===== src/hw/mod_arith_defines.svh =====
`ifndef MOD_ARITH_DEFINES_SVH
`define MOD_ARITH_DEFINES_SVH

// ======================================================================
// Datapath width
// ======================================================================

// Operand, prime and result width in bits
// 64 keeps simulation fast, 384 matches the full-size accelerator
`define REG_SIZE 64

// ======================================================================
// Operand memory geometry
// ======================================================================

// Number of words in the shared operand memory
`define MEM_DEPTH 16

// Address width, must cover MEM_DEPTH
`define MEM_AW 4

`endif


===== src/hw/mod_arith_pkg.sv =====
`include "mod_arith_defines.svh"

package mod_arith_pkg;

    // ==================================================================
    // Datapath types
    // ==================================================================

    // One operand word, also used for the prime and the results
    typedef logic [`REG_SIZE-1:0] word_t;

    // Operand memory address
    typedef logic [`MEM_AW-1:0] addr_t;

    // ==================================================================
    // Control encodings
    // ==================================================================

    // Requester index at the memory arbiter
    typedef enum logic [1:0] {
        REQ_HOST  = 2'd0,
        REQ_LANE0 = 2'd1,
        REQ_LANE1 = 2'd2
    } req_id_e;

    // Lane operation, one bit on the command port
    typedef enum logic {
        OP_ADD = 1'b0,
        OP_SUB = 1'b1
    } lane_op_e;

endpackage


===== src/hw/add_sub_mod.sv =====
`timescale 1ns/1ps
`include "mod_arith_defines.svh"

module add_sub_mod (
    input  logic                 clk,
    input  logic                 reset_n,
    input  logic                 zeroize_i,
    input  logic                 add_en_i,
    input  logic                 sub_i,
    input  mod_arith_pkg::word_t opa_i,
    input  mod_arith_pkg::word_t opb_i,
    input  mod_arith_pkg::word_t prime_i,
    output mod_arith_pkg::word_t res_o,
    output logic                 ready_o
);
    import mod_arith_pkg::*;

    // Stage one, combinational
    word_t      opb0;
    word_t      r0;
    logic       carry0;

    // Stage one registers
    word_t      r0_reg;
    logic       carry0_reg;
    word_t      opb1;
    logic       sub_n;

    // Stage two, combinational
    word_t      r1;
    logic       carry1;

    // Ready pulse shifter
    logic [1:0] push_q;

    // ==================================================================
    // Stage one: opa + opb, or opa + ~opb + 1 for subtraction
    // ==================================================================

    assign opb0 = sub_i ? ~opb_i : opb_i;

    // Carry out lands in the extra top bit
    assign {carry0, r0} = {1'b0, opa_i} + {1'b0, opb0} + {{`REG_SIZE{1'b0}}, sub_i};

    always_ff @(posedge clk) begin
        if (zeroize_i) begin
            r0_reg     <= '0;
            carry0_reg <= 1'b0;
            opb1       <= '0;
            sub_n      <= 1'b0;
        end else if (add_en_i) begin
            r0_reg     <= r0;
            carry0_reg <= carry0;
            sub_n      <= ~sub_i;
            // Correction operand for stage two
            // add needs r0 - p, sub needs r0 + p
            opb1       <= sub_i ? prime_i : ~prime_i;
        end
    end

    // ==================================================================
    // Stage two: apply the correction by p
    // ==================================================================

    // sub_n doubles as the carry-in that completes the two's complement of p
    assign {carry1, r1} = {1'b0, r0_reg} + {1'b0, opb1} + {{`REG_SIZE{1'b0}}, sub_n};

    always_comb begin
        if (sub_n) begin
            // Addition: take r0 - p when the sum overflowed or reached p
            res_o = (carry0_reg ^ carry1) ? r1 : r0_reg;
        end else begin
            // Subtraction: no borrow means a >= b, keep the raw difference
            res_o = carry0_reg ? r0_reg : r1;
        end
    end

    // ==================================================================
    // Ready pulse, two edges after add_en_i
    // ==================================================================

    always_ff @(posedge clk) begin
        if (!reset_n) begin
            push_q <= 2'b00;
        end else if (zeroize_i) begin
            push_q <= 2'b00;
        end else if (add_en_i) begin
            push_q <= 2'b10;
        end else begin
            push_q <= {1'b0, push_q[1]};
        end
    end

    assign ready_o = push_q[0];

endmodule


===== src/hw/operand_ram.sv =====
`timescale 1ns/1ps
`include "mod_arith_defines.svh"

module operand_ram (
    input  logic                 clk,
    input  logic                 reset_n,
    input  logic                 zeroize_i,
    input  logic                 en_i,
    input  logic                 we_i,
    input  mod_arith_pkg::addr_t addr_i,
    input  mod_arith_pkg::word_t wdata_i,
    output mod_arith_pkg::word_t rdata_o
);
    import mod_arith_pkg::*;

    // Word storage, contents survive reset
    word_t mem [`MEM_DEPTH];

    // Write port, zeroize wipes every word
    always_ff @(posedge clk) begin
        if (zeroize_i) begin
            for (int i = 0; i < `MEM_DEPTH; i++) begin
                mem[i] <= '0;
            end
        end else if (en_i && we_i) begin
            mem[addr_i] <= wdata_i;
        end
    end

    // Registered read, data valid one cycle after the enabled read
    // Holds its value until the next read
    always_ff @(posedge clk) begin
        if (!reset_n) begin
            rdata_o <= '0;
        end else if (zeroize_i) begin
            rdata_o <= '0;
        end else if (en_i && !we_i) begin
            rdata_o <= mem[addr_i];
        end
    end

endmodule


===== src/hw/mem_arbiter.sv =====
`timescale 1ns/1ps

module mem_arbiter (
    input  logic                 clk,
    input  logic                 reset_n,
    // Host, never refused
    input  logic                 host_we_i,
    input  logic                 host_re_i,
    input  mod_arith_pkg::addr_t host_addr_i,
    input  mod_arith_pkg::word_t host_wdata_i,
    // Lane 0
    input  logic                 lane0_req_i,
    input  logic                 lane0_we_i,
    input  mod_arith_pkg::addr_t lane0_addr_i,
    input  mod_arith_pkg::word_t lane0_wdata_i,
    output logic                 lane0_gnt_o,
    // Lane 1
    input  logic                 lane1_req_i,
    input  logic                 lane1_we_i,
    input  mod_arith_pkg::addr_t lane1_addr_i,
    input  mod_arith_pkg::word_t lane1_wdata_i,
    output logic                 lane1_gnt_o,
    // Memory port
    input  mod_arith_pkg::word_t ram_rdata_i,
    output logic                 ram_en_o,
    output logic                 ram_we_o,
    output mod_arith_pkg::addr_t ram_addr_o,
    output mod_arith_pkg::word_t ram_wdata_o,
    output mod_arith_pkg::word_t rdata_o
);
    import mod_arith_pkg::*;

    logic    host_act;
    req_id_e winner;
    req_id_e last_q;

    assign host_act = host_we_i | host_re_i;

    // ==================================================================
    // Priority selection, host first then round-robin
    // ==================================================================

    always_comb begin
        winner = REQ_HOST;
        if (!host_act) begin
            if (lane0_req_i && lane1_req_i) begin
                // Last winner loses the tie
                winner = (last_q == REQ_LANE0) ? REQ_LANE1 : REQ_LANE0;
            end else if (lane0_req_i) begin
                winner = REQ_LANE0;
            end else if (lane1_req_i) begin
                winner = REQ_LANE1;
            end
        end
    end

    assign lane0_gnt_o = lane0_req_i && (winner == REQ_LANE0);
    assign lane1_gnt_o = lane1_req_i && (winner == REQ_LANE1);

    // Pointer moves only on lane grants
    always_ff @(posedge clk) begin
        if (!reset_n) begin
            last_q <= REQ_LANE1;
        end else if (lane0_gnt_o) begin
            last_q <= REQ_LANE0;
        end else if (lane1_gnt_o) begin
            last_q <= REQ_LANE1;
        end
    end

    // ==================================================================
    // Port mux
    // ==================================================================

    assign ram_en_o = host_act | lane0_gnt_o | lane1_gnt_o;

    always_comb begin
        case (winner)
            REQ_LANE0: begin
                ram_we_o    = lane0_gnt_o & lane0_we_i;
                ram_addr_o  = lane0_addr_i;
                ram_wdata_o = lane0_wdata_i;
            end
            REQ_LANE1: begin
                ram_we_o    = lane1_gnt_o & lane1_we_i;
                ram_addr_o  = lane1_addr_i;
                ram_wdata_o = lane1_wdata_i;
            end
            default: begin
                ram_we_o    = host_we_i;
                ram_addr_o  = host_addr_i;
                ram_wdata_o = host_wdata_i;
            end
        endcase
    end

    // Read data goes to everyone, each requester knows its own slot
    assign rdata_o = ram_rdata_i;

endmodule


===== src/hw/mod_lane.sv =====
`timescale 1ns/1ps

module mod_lane (
    input  logic                    clk,
    input  logic                    reset_n,
    input  logic                    zeroize_i,
    input  mod_arith_pkg::word_t    prime_i,
    // Command port
    input  logic                    cmd_en_i,
    input  mod_arith_pkg::lane_op_e cmd_op_i,
    input  mod_arith_pkg::addr_t    cmd_addr_a_i,
    input  mod_arith_pkg::addr_t    cmd_addr_b_i,
    input  mod_arith_pkg::addr_t    cmd_addr_r_i,
    output logic                    busy_o,
    output logic                    done_o,
    // Memory request port
    input  logic                    mem_gnt_i,
    input  mod_arith_pkg::word_t    mem_rdata_i,
    output logic                    mem_req_o,
    output logic                    mem_we_o,
    output mod_arith_pkg::addr_t    mem_addr_o,
    output mod_arith_pkg::word_t    mem_wdata_o
);
    import mod_arith_pkg::*;

    typedef enum logic [2:0] {
        S_IDLE,
        S_RD_A,
        S_RD_B,
        S_ADD,
        S_WAIT,
        S_WR
    } state_e;

    state_e   state_q;

    // Latched command
    lane_op_e op_q;
    addr_t    addr_a_q;
    addr_t    addr_b_q;
    addr_t    addr_r_q;

    // Operand A arrives the cycle after its grant
    logic     cap_a_q;
    word_t    opa_q;

    // Arithmetic unit
    logic     add_en;
    logic     ready;
    word_t    res;
    word_t    res_q;

    // ==================================================================
    // Sequencer
    // ==================================================================

    always_ff @(posedge clk) begin
        if (!reset_n) begin
            state_q <= S_IDLE;
            done_o  <= 1'b0;
            cap_a_q <= 1'b0;
        end else if (zeroize_i) begin
            // Abort silently
            state_q <= S_IDLE;
            done_o  <= 1'b0;
            cap_a_q <= 1'b0;
        end else begin
            done_o  <= 1'b0;
            cap_a_q <= (state_q == S_RD_A) && mem_gnt_i;
            case (state_q)
                S_IDLE: if (cmd_en_i) state_q <= S_RD_A;
                S_RD_A: if (mem_gnt_i) state_q <= S_RD_B;
                S_RD_B: if (mem_gnt_i) state_q <= S_ADD;
                // add_en fires here with B straight off the read bus
                S_ADD:  state_q <= S_WAIT;
                S_WAIT: if (ready) state_q <= S_WR;
                S_WR: begin
                    if (mem_gnt_i) begin
                        state_q <= S_IDLE;
                        done_o  <= 1'b1;
                    end
                end
                default: state_q <= S_IDLE;
            endcase
        end
    end

    // Command and operand registers
    always_ff @(posedge clk) begin
        if (zeroize_i) begin
            op_q     <= OP_ADD;
            addr_a_q <= '0;
            addr_b_q <= '0;
            addr_r_q <= '0;
            opa_q    <= '0;
            res_q    <= '0;
        end else begin
            // Busy lanes ignore new strobes
            if (state_q == S_IDLE && cmd_en_i) begin
                op_q     <= cmd_op_i;
                addr_a_q <= cmd_addr_a_i;
                addr_b_q <= cmd_addr_b_i;
                addr_r_q <= cmd_addr_r_i;
            end
            if (cap_a_q) begin
                opa_q <= mem_rdata_i;
            end
            // Hold the result for the write, however long it waits
            if (ready) begin
                res_q <= res;
            end
        end
    end

    assign add_en = (state_q == S_ADD);

    add_sub_mod u_add_sub (
        .clk       (clk),
        .reset_n   (reset_n),
        .zeroize_i (zeroize_i),
        .add_en_i  (add_en),
        .sub_i     (op_q == OP_SUB),
        .opa_i     (opa_q),
        .opb_i     (mem_rdata_i),
        .prime_i   (prime_i),
        .res_o     (res),
        .ready_o   (ready)
    );

    // ==================================================================
    // Memory request outputs
    // ==================================================================

    assign mem_req_o   = (state_q == S_RD_A) || (state_q == S_RD_B) || (state_q == S_WR);
    assign mem_we_o    = (state_q == S_WR);
    assign mem_wdata_o = res_q;

    always_comb begin
        case (state_q)
            S_RD_A:  mem_addr_o = addr_a_q;
            S_RD_B:  mem_addr_o = addr_b_q;
            default: mem_addr_o = addr_r_q;
        endcase
    end

    assign busy_o = (state_q != S_IDLE);

endmodule


===== src/hw/mod_arith_top.sv =====
`timescale 1ns/1ps

module mod_arith_top (
    input  logic                    clk,
    input  logic                    reset_n,
    input  logic                    zeroize_i,
    input  mod_arith_pkg::word_t    prime_i,
    // Host port
    input  logic                    host_we_i,
    input  logic                    host_re_i,
    input  mod_arith_pkg::addr_t    host_addr_i,
    input  mod_arith_pkg::word_t    host_wdata_i,
    output mod_arith_pkg::word_t    host_rdata_o,
    // Lane 0 command port
    input  logic                    cmd_en0_i,
    input  mod_arith_pkg::lane_op_e cmd_op0_i,
    input  mod_arith_pkg::addr_t    cmd_addr_a0_i,
    input  mod_arith_pkg::addr_t    cmd_addr_b0_i,
    input  mod_arith_pkg::addr_t    cmd_addr_r0_i,
    output logic                    busy0_o,
    output logic                    done0_o,
    // Lane 1 command port
    input  logic                    cmd_en1_i,
    input  mod_arith_pkg::lane_op_e cmd_op1_i,
    input  mod_arith_pkg::addr_t    cmd_addr_a1_i,
    input  mod_arith_pkg::addr_t    cmd_addr_b1_i,
    input  mod_arith_pkg::addr_t    cmd_addr_r1_i,
    output logic                    busy1_o,
    output logic                    done1_o
);
    import mod_arith_pkg::*;

    // Lane to arbiter
    logic  l0_req;
    logic  l0_we;
    addr_t l0_addr;
    word_t l0_wdata;
    logic  l0_gnt;
    logic  l1_req;
    logic  l1_we;
    addr_t l1_addr;
    word_t l1_wdata;
    logic  l1_gnt;

    // Arbiter to memory
    logic  ram_en;
    logic  ram_we;
    addr_t ram_addr;
    word_t ram_wdata;
    word_t ram_rdata;

    // Shared read bus, also the host read data
    word_t rd_bus;

    assign host_rdata_o = rd_bus;

    operand_ram u_ram (
        .clk       (clk),
        .reset_n   (reset_n),
        .zeroize_i (zeroize_i),
        .en_i      (ram_en),
        .we_i      (ram_we),
        .addr_i    (ram_addr),
        .wdata_i   (ram_wdata),
        .rdata_o   (ram_rdata)
    );

    mem_arbiter u_arb (
        .clk           (clk),
        .reset_n       (reset_n),
        .host_we_i     (host_we_i),
        .host_re_i     (host_re_i),
        .host_addr_i   (host_addr_i),
        .host_wdata_i  (host_wdata_i),
        .lane0_req_i   (l0_req),
        .lane0_we_i    (l0_we),
        .lane0_addr_i  (l0_addr),
        .lane0_wdata_i (l0_wdata),
        .lane0_gnt_o   (l0_gnt),
        .lane1_req_i   (l1_req),
        .lane1_we_i    (l1_we),
        .lane1_addr_i  (l1_addr),
        .lane1_wdata_i (l1_wdata),
        .lane1_gnt_o   (l1_gnt),
        .ram_rdata_i   (ram_rdata),
        .ram_en_o      (ram_en),
        .ram_we_o      (ram_we),
        .ram_addr_o    (ram_addr),
        .ram_wdata_o   (ram_wdata),
        .rdata_o       (rd_bus)
    );

    // ==================================================================
    // Arithmetic lanes
    // ==================================================================

    mod_lane u_lane0 (
        .clk          (clk),
        .reset_n      (reset_n),
        .zeroize_i    (zeroize_i),
        .prime_i      (prime_i),
        .cmd_en_i     (cmd_en0_i),
        .cmd_op_i     (cmd_op0_i),
        .cmd_addr_a_i (cmd_addr_a0_i),
        .cmd_addr_b_i (cmd_addr_b0_i),
        .cmd_addr_r_i (cmd_addr_r0_i),
        .busy_o       (busy0_o),
        .done_o       (done0_o),
        .mem_gnt_i    (l0_gnt),
        .mem_rdata_i  (rd_bus),
        .mem_req_o    (l0_req),
        .mem_we_o     (l0_we),
        .mem_addr_o   (l0_addr),
        .mem_wdata_o  (l0_wdata)
    );

    mod_lane u_lane1 (
        .clk          (clk),
        .reset_n      (reset_n),
        .zeroize_i    (zeroize_i),
        .prime_i      (prime_i),
        .cmd_en_i     (cmd_en1_i),
        .cmd_op_i     (cmd_op1_i),
        .cmd_addr_a_i (cmd_addr_a1_i),
        .cmd_addr_b_i (cmd_addr_b1_i),
        .cmd_addr_r_i (cmd_addr_r1_i),
        .busy_o       (busy1_o),
        .done_o       (done1_o),
        .mem_gnt_i    (l1_gnt),
        .mem_rdata_i  (rd_bus),
        .mem_req_o    (l1_req),
        .mem_we_o     (l1_we),
        .mem_addr_o   (l1_addr),
        .mem_wdata_o  (l1_wdata)
    );

endmodule


===== config.mk =====
export PLATFORM = sky130hd
export DESIGN_NAME = mod_arith_top
export DESIGN_NICKNAME = d
export VERILOG_FILES = /design/src/hw/mod_arith_pkg.sv /design/src/hw/add_sub_mod.sv /design/src/hw/operand_ram.sv /design/src/hw/mem_arbiter.sv /design/src/hw/mod_lane.sv /design/src/hw/mod_arith_top.sv
export VERILOG_INCLUDE_DIRS = /design/src /design/src/hw
export SDC_FILE = /design/constraint.sdc
export NUM_CORES = 2
export LEC_CHECK = 0
export ABC_AREA = 1
export BUFFER_PORTS_ARGS = -buffer_cell sky130_fd_sc_hd__buf_2
export CORE_AREA = 2 2 478 480
export DETAILED_ROUTE_END_ITERATION = 6
export DIE_AREA = 0 0 480 482
export PLACE_DENSITY = 0.6
export SLEW_MARGIN = 0
export SYNTH_ARGS = -nofsm -noshare
export SYNTH_HDL_FRONTEND = slang
export SYNTH_HIERARCHICAL = 1
export SYNTH_SLANG_ARGS = --single-unit

===== constraint.sdc =====
create_clock -name clk -period 5.5 [get_ports clk]
set_clock_uncertainty 0.1 [all_clocks]
set_input_delay 1.1 -clock clk [delete_from_list [all_inputs] [get_ports clk]]
set_output_delay 1.1 -clock clk [all_outputs]
set_load 0.01 [all_outputs]

# Word level (Yosys, flattened, before mapping)
# Memory sizes are Yosys's and may differ from the RTL's. A register that Yosys moved wholly into a read port is not among the register bits.
# Cells that the tools add are included.
dict set report word_totals {
  mem_count 1
  ramBits 1024
  ff_bits 558
  input_bits 165
  out_inout_bits 68
  word_cells 150
}
dict set report op_classes {
  n_eq_ne 23
  bitwise_logic 14
  mux 46
  add_sub_neg 8
  n_reduce_logical 27
}
# memory words word_bits read_ports rd_clocked_by_memory_dff write_ports line_no
set mem_list {}
lappend mem_list {u_ram.mem 16 64 1 1 16 operand_ram.sv:17} ;# word_t mem [`MEM_DEPTH];
# operator count
set op_table {}
lappend op_table {{$mux 64} 11}
lappend op_table {{$add 64x64->65} 4}
lappend op_table {{$add 65x1->65} 4}
lappend op_table {{$not 64->64} 2}
lappend op_table {{$pmux 64 s2} 1}
lappend op_table {{$reduce_or 64->1} 1}
lappend op_table {{$pmux 3 s6} 2}
lappend op_table {{$mux 3} 10}
lappend op_table {{$pmux 4 s2} 3}
lappend op_table {{$ne 2x2->1 const B} 10}
lappend op_table {{$mux 2} 9}
lappend op_table {{$eq 3x2->1 const B} 4}
lappend op_table {{$eq 3x3->1 const B} 4}
lappend op_table {{$reduce_or 3->1} 4}
lappend op_table {{$reduce_and 5->1} 2}
lappend op_table {{$logic_and 1x1->1} 9}
lappend op_table {{$mux 1} 8}
lappend op_table {{$eq 3x1->1 const B} 2}
lappend op_table {{$logic_not 3->1} 2}
lappend op_table {{$reduce_bool 3->1} 2}
lappend op_table {{$not 1->1} 5}
lappend op_table {{$eq 2x1->1 const B} 2}
lappend op_table {{$logic_or 1x1->1} 4}
lappend op_table {{$mux 4} 1}
lappend op_table {{8 further kinds} 12}

# Longest topological paths before layout
dict set report logic_depth {
  ltp_word 17
  depth_mapped 24
  depth_no_buf 21
}

# Cells and area by module
# The synthesis kept the hierarchy.
# mod seq_area_each_um2 n_inst area_per_inst_um2 cells_per_inst
set by_module_without_submodules {}
lappend by_module_without_submodules {operand_ram 32030.7 1 48839.3 5260}
lappend by_module_without_submodules {{add_sub_mod (u_lane1.u_add_sub)} 2642.5 1 19965.4 3720}
lappend by_module_without_submodules {{add_sub_mod (u_lane0.u_add_sub)} 2642.5 1 19632.6 3716}
lappend by_module_without_submodules {mod_lane 2922.8 2 5165.0 666}
lappend by_module_without_submodules {mem_arbiter 40.0 1 2383.5 535}

# Worst setup path after synthesis
# Ideal clock, no wire load.
dict set report synth_path {
  path_kind {input-to-reg}
  start {in host_re_i}
  end {mem u_ram/mem[10][0] (netlist bit), enable pin}
  t_required_ps 4976
  t_arrival_ps 4337
  setup_slack_ps 640
  stages 15
  setup_ps 424
  path_buffers 5
  path_cell_list {nor2_1 > nand3_1 > ha_1 > buf_4 > inv_4 > buf_6 > nand2_1 > nand2_1 > buf_4 > inv_2 > nor3_2 > nand2_1 > buf_2 > buf_2 > nand2_1}
}
# item line_no
set synth_lines {}
lappend synth_lines {{from (decl)} mod_arith_top.sv:10} ;# input logic host_re_i,
lappend synth_lines {{to (decl)} operand_ram.sv:17}

# Worst setup path after layout
dict set report layout_path {
  start {reg u_lane1.u_add_sub.opb1[0]}
  end {reg u_lane1.res_q[24] (netlist: u_lane1/mem_wdata_o[24])}
}
dict set report layout_between {
  elab_chain_cells 5
  elab_cells_between_ends 6
  classes_between {2 x add/sub; 3 x mux; 1 x bitwise}
}
# item line_no
set layout_rtl {}
lappend layout_rtl {{from (decl)} add_sub_mod.sv:26} ;# word_t opb1;
lappend layout_rtl {{from (signal assigned)} add_sub_mod.sv:57} ;# opb1 <= sub_i ? prime_i : ~prime_i;
lappend layout_rtl {{$add 64x64->65 (*)} add_sub_mod.sv:66} ;# assign {carry1, r1} = {1'b0, r0_reg} + {1'b0, opb1} + {{`REG_SIZE{1'b0}}, sub_n};
lappend layout_rtl {{$add 65x1->65 (*)} add_sub_mod.sv:66}
lappend layout_rtl {{$xor 1x1->1} add_sub_mod.sv:71} ;# res_o = (carry0_reg ^ carry1) ? r1 : r0_reg;
lappend layout_rtl {{$mux 64} add_sub_mod.sv:71}
lappend layout_rtl {{$mux 64 (*)} add_sub_mod.sv:69} ;# if (sub_n) begin
lappend layout_rtl {{net u_lane1.res[24]} mod_lane.sv:50} ;# word_t res;
lappend layout_rtl {{to (signal assigned)} mod_lane.sv:110} ;# res_q <= res;
lappend layout_rtl {{to (decl)} mod_lane.sv:51} ;# word_t res_q;
# The timed path passes the listed nets; every way through them passes the cells marked *.
# A chain may end at the register's enable or synchronous reset.

==> impl_metrics.yaml <==
drt:
  routed-wl-met3_mm: 30.4
  highest_layer: "met4"
  ant_nets: 0
  viasPerCell: 5.33
  drc: 1
  met1Wirelength_mm: 160
  drt-total-wl_mm: 400
  drtPass1Iterations: 7
  drtIter0Drc: 9578
  vias: 93400
  wl_met2_mm: 175
  wl_per_cell_um: 22.8
status:
  violations: "design-rule violations"
  status: "finished, violations left"
cts:
  cts_buffers: 183
  cts.path.max_buffers: 3
  h-tree-depth: 4
  clkTransAtPathRegs_ns: 0.06
  cts_hold_buf: 0
  post_cts_buffers: 0
  cts-root-buf: "clkbuf_16"
  cts_tree: "yes"
  clock_latency_ns: 0.86
  cts.sinks: 1646
  post_cts_resized: 0
floorplanning:
  die_h_um: 482
  initial_utilization: 0.447
  core_um2: 226000
  die_width_um: 480
  rows: 175
  top_level_ports: 233
  die_area_um2: 231000
synth:
  yosys.cell_count.top_type: "nand2_1"
  synth_top_area_frac: 0.304
  synthTopCellsByCount: "4,971 x nand2_1, 2,491 x nor2_1, 1,545 x inv_1"
  ys_seq_area_frac: 0.427
  synth_top_cell_by_area: "edfxtp_1"
  synth_area_leaders: "edfxtp_1 30%, nand2_1 18%, dfxtp_1 12%"
  postSynthAreaPerCell_um2: 6.95
  ys_types: 48
  syn_nets: 15000
  yosys_warnings: 6
  synth-edff-count: 1024
  syn_area_um2: 101000
  netlist_instances: 14600
  synthArstFlopShare: 0
  ys.flop_type: "edfxtp_1"
  ys_ff_latch: 1646
timing:
  rsz0062_at_grt: "false"
  hold_viol_final: 0
  slew-limit-headroom: 0.211
  fmax_ghz: 0.225
  setup_violations: 0
  period_share: 0.810
  hold_ws_ns: 0.317
  tightest_slew_ns: 1.18
  setup_tns_ns: 0
  fin_crit_ns: 4.45
  slew_violations: 0
global_route:
  first_global_vias: 86200
  grt_max_degree: 204
  grt_pass1_wl_mm: 575
  grt_usage: 0.338
  antenna_found_initial: 6
  grt.overflow.total: 0
layout:
  layout-drive-gt1-share: 0.0628
  largest_reg_flops: 1024
  fin_nets: 14800
  area_delta_synth_final_pct: 9.12
  final_core_util: 0.488
  regMostFlops: "u_ram/mem"
power:
  p_leak_nw: 55.5
  power_density_nw_per_um2: 282
  peakVddDrop_uv: 256
  total_power_mw: 31.1
worst_setup_path:
  worstSetupStartpointType: "flop"
  path_cells: "fa_1 -> inv_1 -> fa_1 -> inv_1 -> nand2_1 -> nand2_1 -> nand3_1 -> nand2_1 -> nand2_1 -> nand2_2 -> nand2_1 -> nand2_2 -> nand2_2 -> nand3_2 -> buf_4 -> nand3_2 -> nand3_1 -> nand2_1 -> nor2_1 -> nor2_1"
  cp.arrival_ns: 5.05
  worst-path-max-fanout: 56
  cpMaxStageDelayCell: "nor2_1"
  worstPathRequired_ns: 6.10
  critPathMostFrequentCell: "nand2_1"
  cp-end-kind: "flop"
  slowest_delay_ns: 0.73
  path_class: "reg2reg"
placed_design:
  hpwl_mm: 275
  portBuffers: 232
  place.gp.congestion: 1.01
job:
  maxCapViolations: 0
min_path:
  hold_class: "reg2reg"
[per-stage QoR]
| step | area, µm² | setup WS (ns) | std cells |
|---|---|---|---|
| after global placement | 104000 | 0.960 | 17200 |
| after CTS | 110000 | 1.30 | 17500 |
| after global routing | 110000 | 0.917 | 17500 |
| final | 110000 | 1.05 | 17500 |
| after detailed placement | 104000 | 0.964 | 17200 |
| after floorplan | 101000 | 0.640 | 14600 |
[layer usage]
metal,track usage,vias up
li1,-,45200
met1,0.433,43300
met2,0.524,3947
met3,0.0454,922
met4,0.246,0
met5,0,-
[placed cells by master (no fill, tap or decap), types with 41 or more instances in the layout]
cell	synthesis	routed
a21oi_1	465	465
nand4_1	96	96
inv_1	1545	1542
nand2_1	4971	4937
nor2_1	2491	2484
xnor2_1	174	174
nand2_4	7	41
nand3_1	804	804
buf_4	120	120
clkbuf_16	0	184
ha_1	254	252
clkbuf_1	277	52
buf_2	330	231
edfxtp_1	1024	1024
o211ai_1	78	78
o21ai_0	662	662
buf_12	4	59
nand3b_1	62	62
dfxtp_1	622	614
nand3_2	46	46
xor2_1	204	204
nand2_2	41	41
[worst paths after layout]
check / cells past startpoint / to / slack [ns] / start
worst max register to register: 20 / u_lane1/mem_wdata_o[24] / 1.05 / u_lane1/u_add_sub/opb1[0]
worst min register to register: 2 / u_lane0/u_add_sub/push_q[0] / 0.32 / u_lane0/u_add_sub/push_q[1]
worst max-delay path: 20 / u_lane1/mem_wdata_o[24] / 1.05 / u_lane1/u_add_sub/opb1[0]
worst min-delay path: 2 / u_lane0/u_add_sub/push_q[0] / 0.32 / u_lane0/u_add_sub/push_q[1]
[kinds of logic after synthesis]
kind of cell,Yosys count,share of synthesized area
AND/OR/NAND/NOR,8612,0.341
buffers and inverters,2394,0.0998
flip-flops,1646,0.427
AO/OA/AOI/OAI,1273,0.0664
XOR/XNOR,378,0.0327
adder cells (fa/ha/maj),260,0.0326
[power by group]
| group | internal, mW | leakage [nW] | total [mW] | switching [mW] |
|---|---|---|---|---|
| sequential | 13.5 | 15.6 | 13.9 | 0.399 |
| combinational | 1.31 | 37.0 | 4.92 | 3.61 |
| clock | 6.94 | 2.90 | 12.3 | 5.36 |
[critical path: cells and delay by family (launching register included)]
kind	cells	cell delay (ns)
adders and majority gates	2	0.72
buffers and inverters	3	0.91
DFF	1	0.42
and+or+nand+nor	15	2.13
[cell type report]
type,count,area (µm²)
diodes,2,5.00
inverters,1593,6010
multi-input cells,10500,48200
repair buffers,411,3250
clock buffers,256,5070
flip-flops and latches,1646,43200
fillers,23300,116000
clock inverters,82,886
well taps,3009,3760
Power figures use the tool's default switching activity.
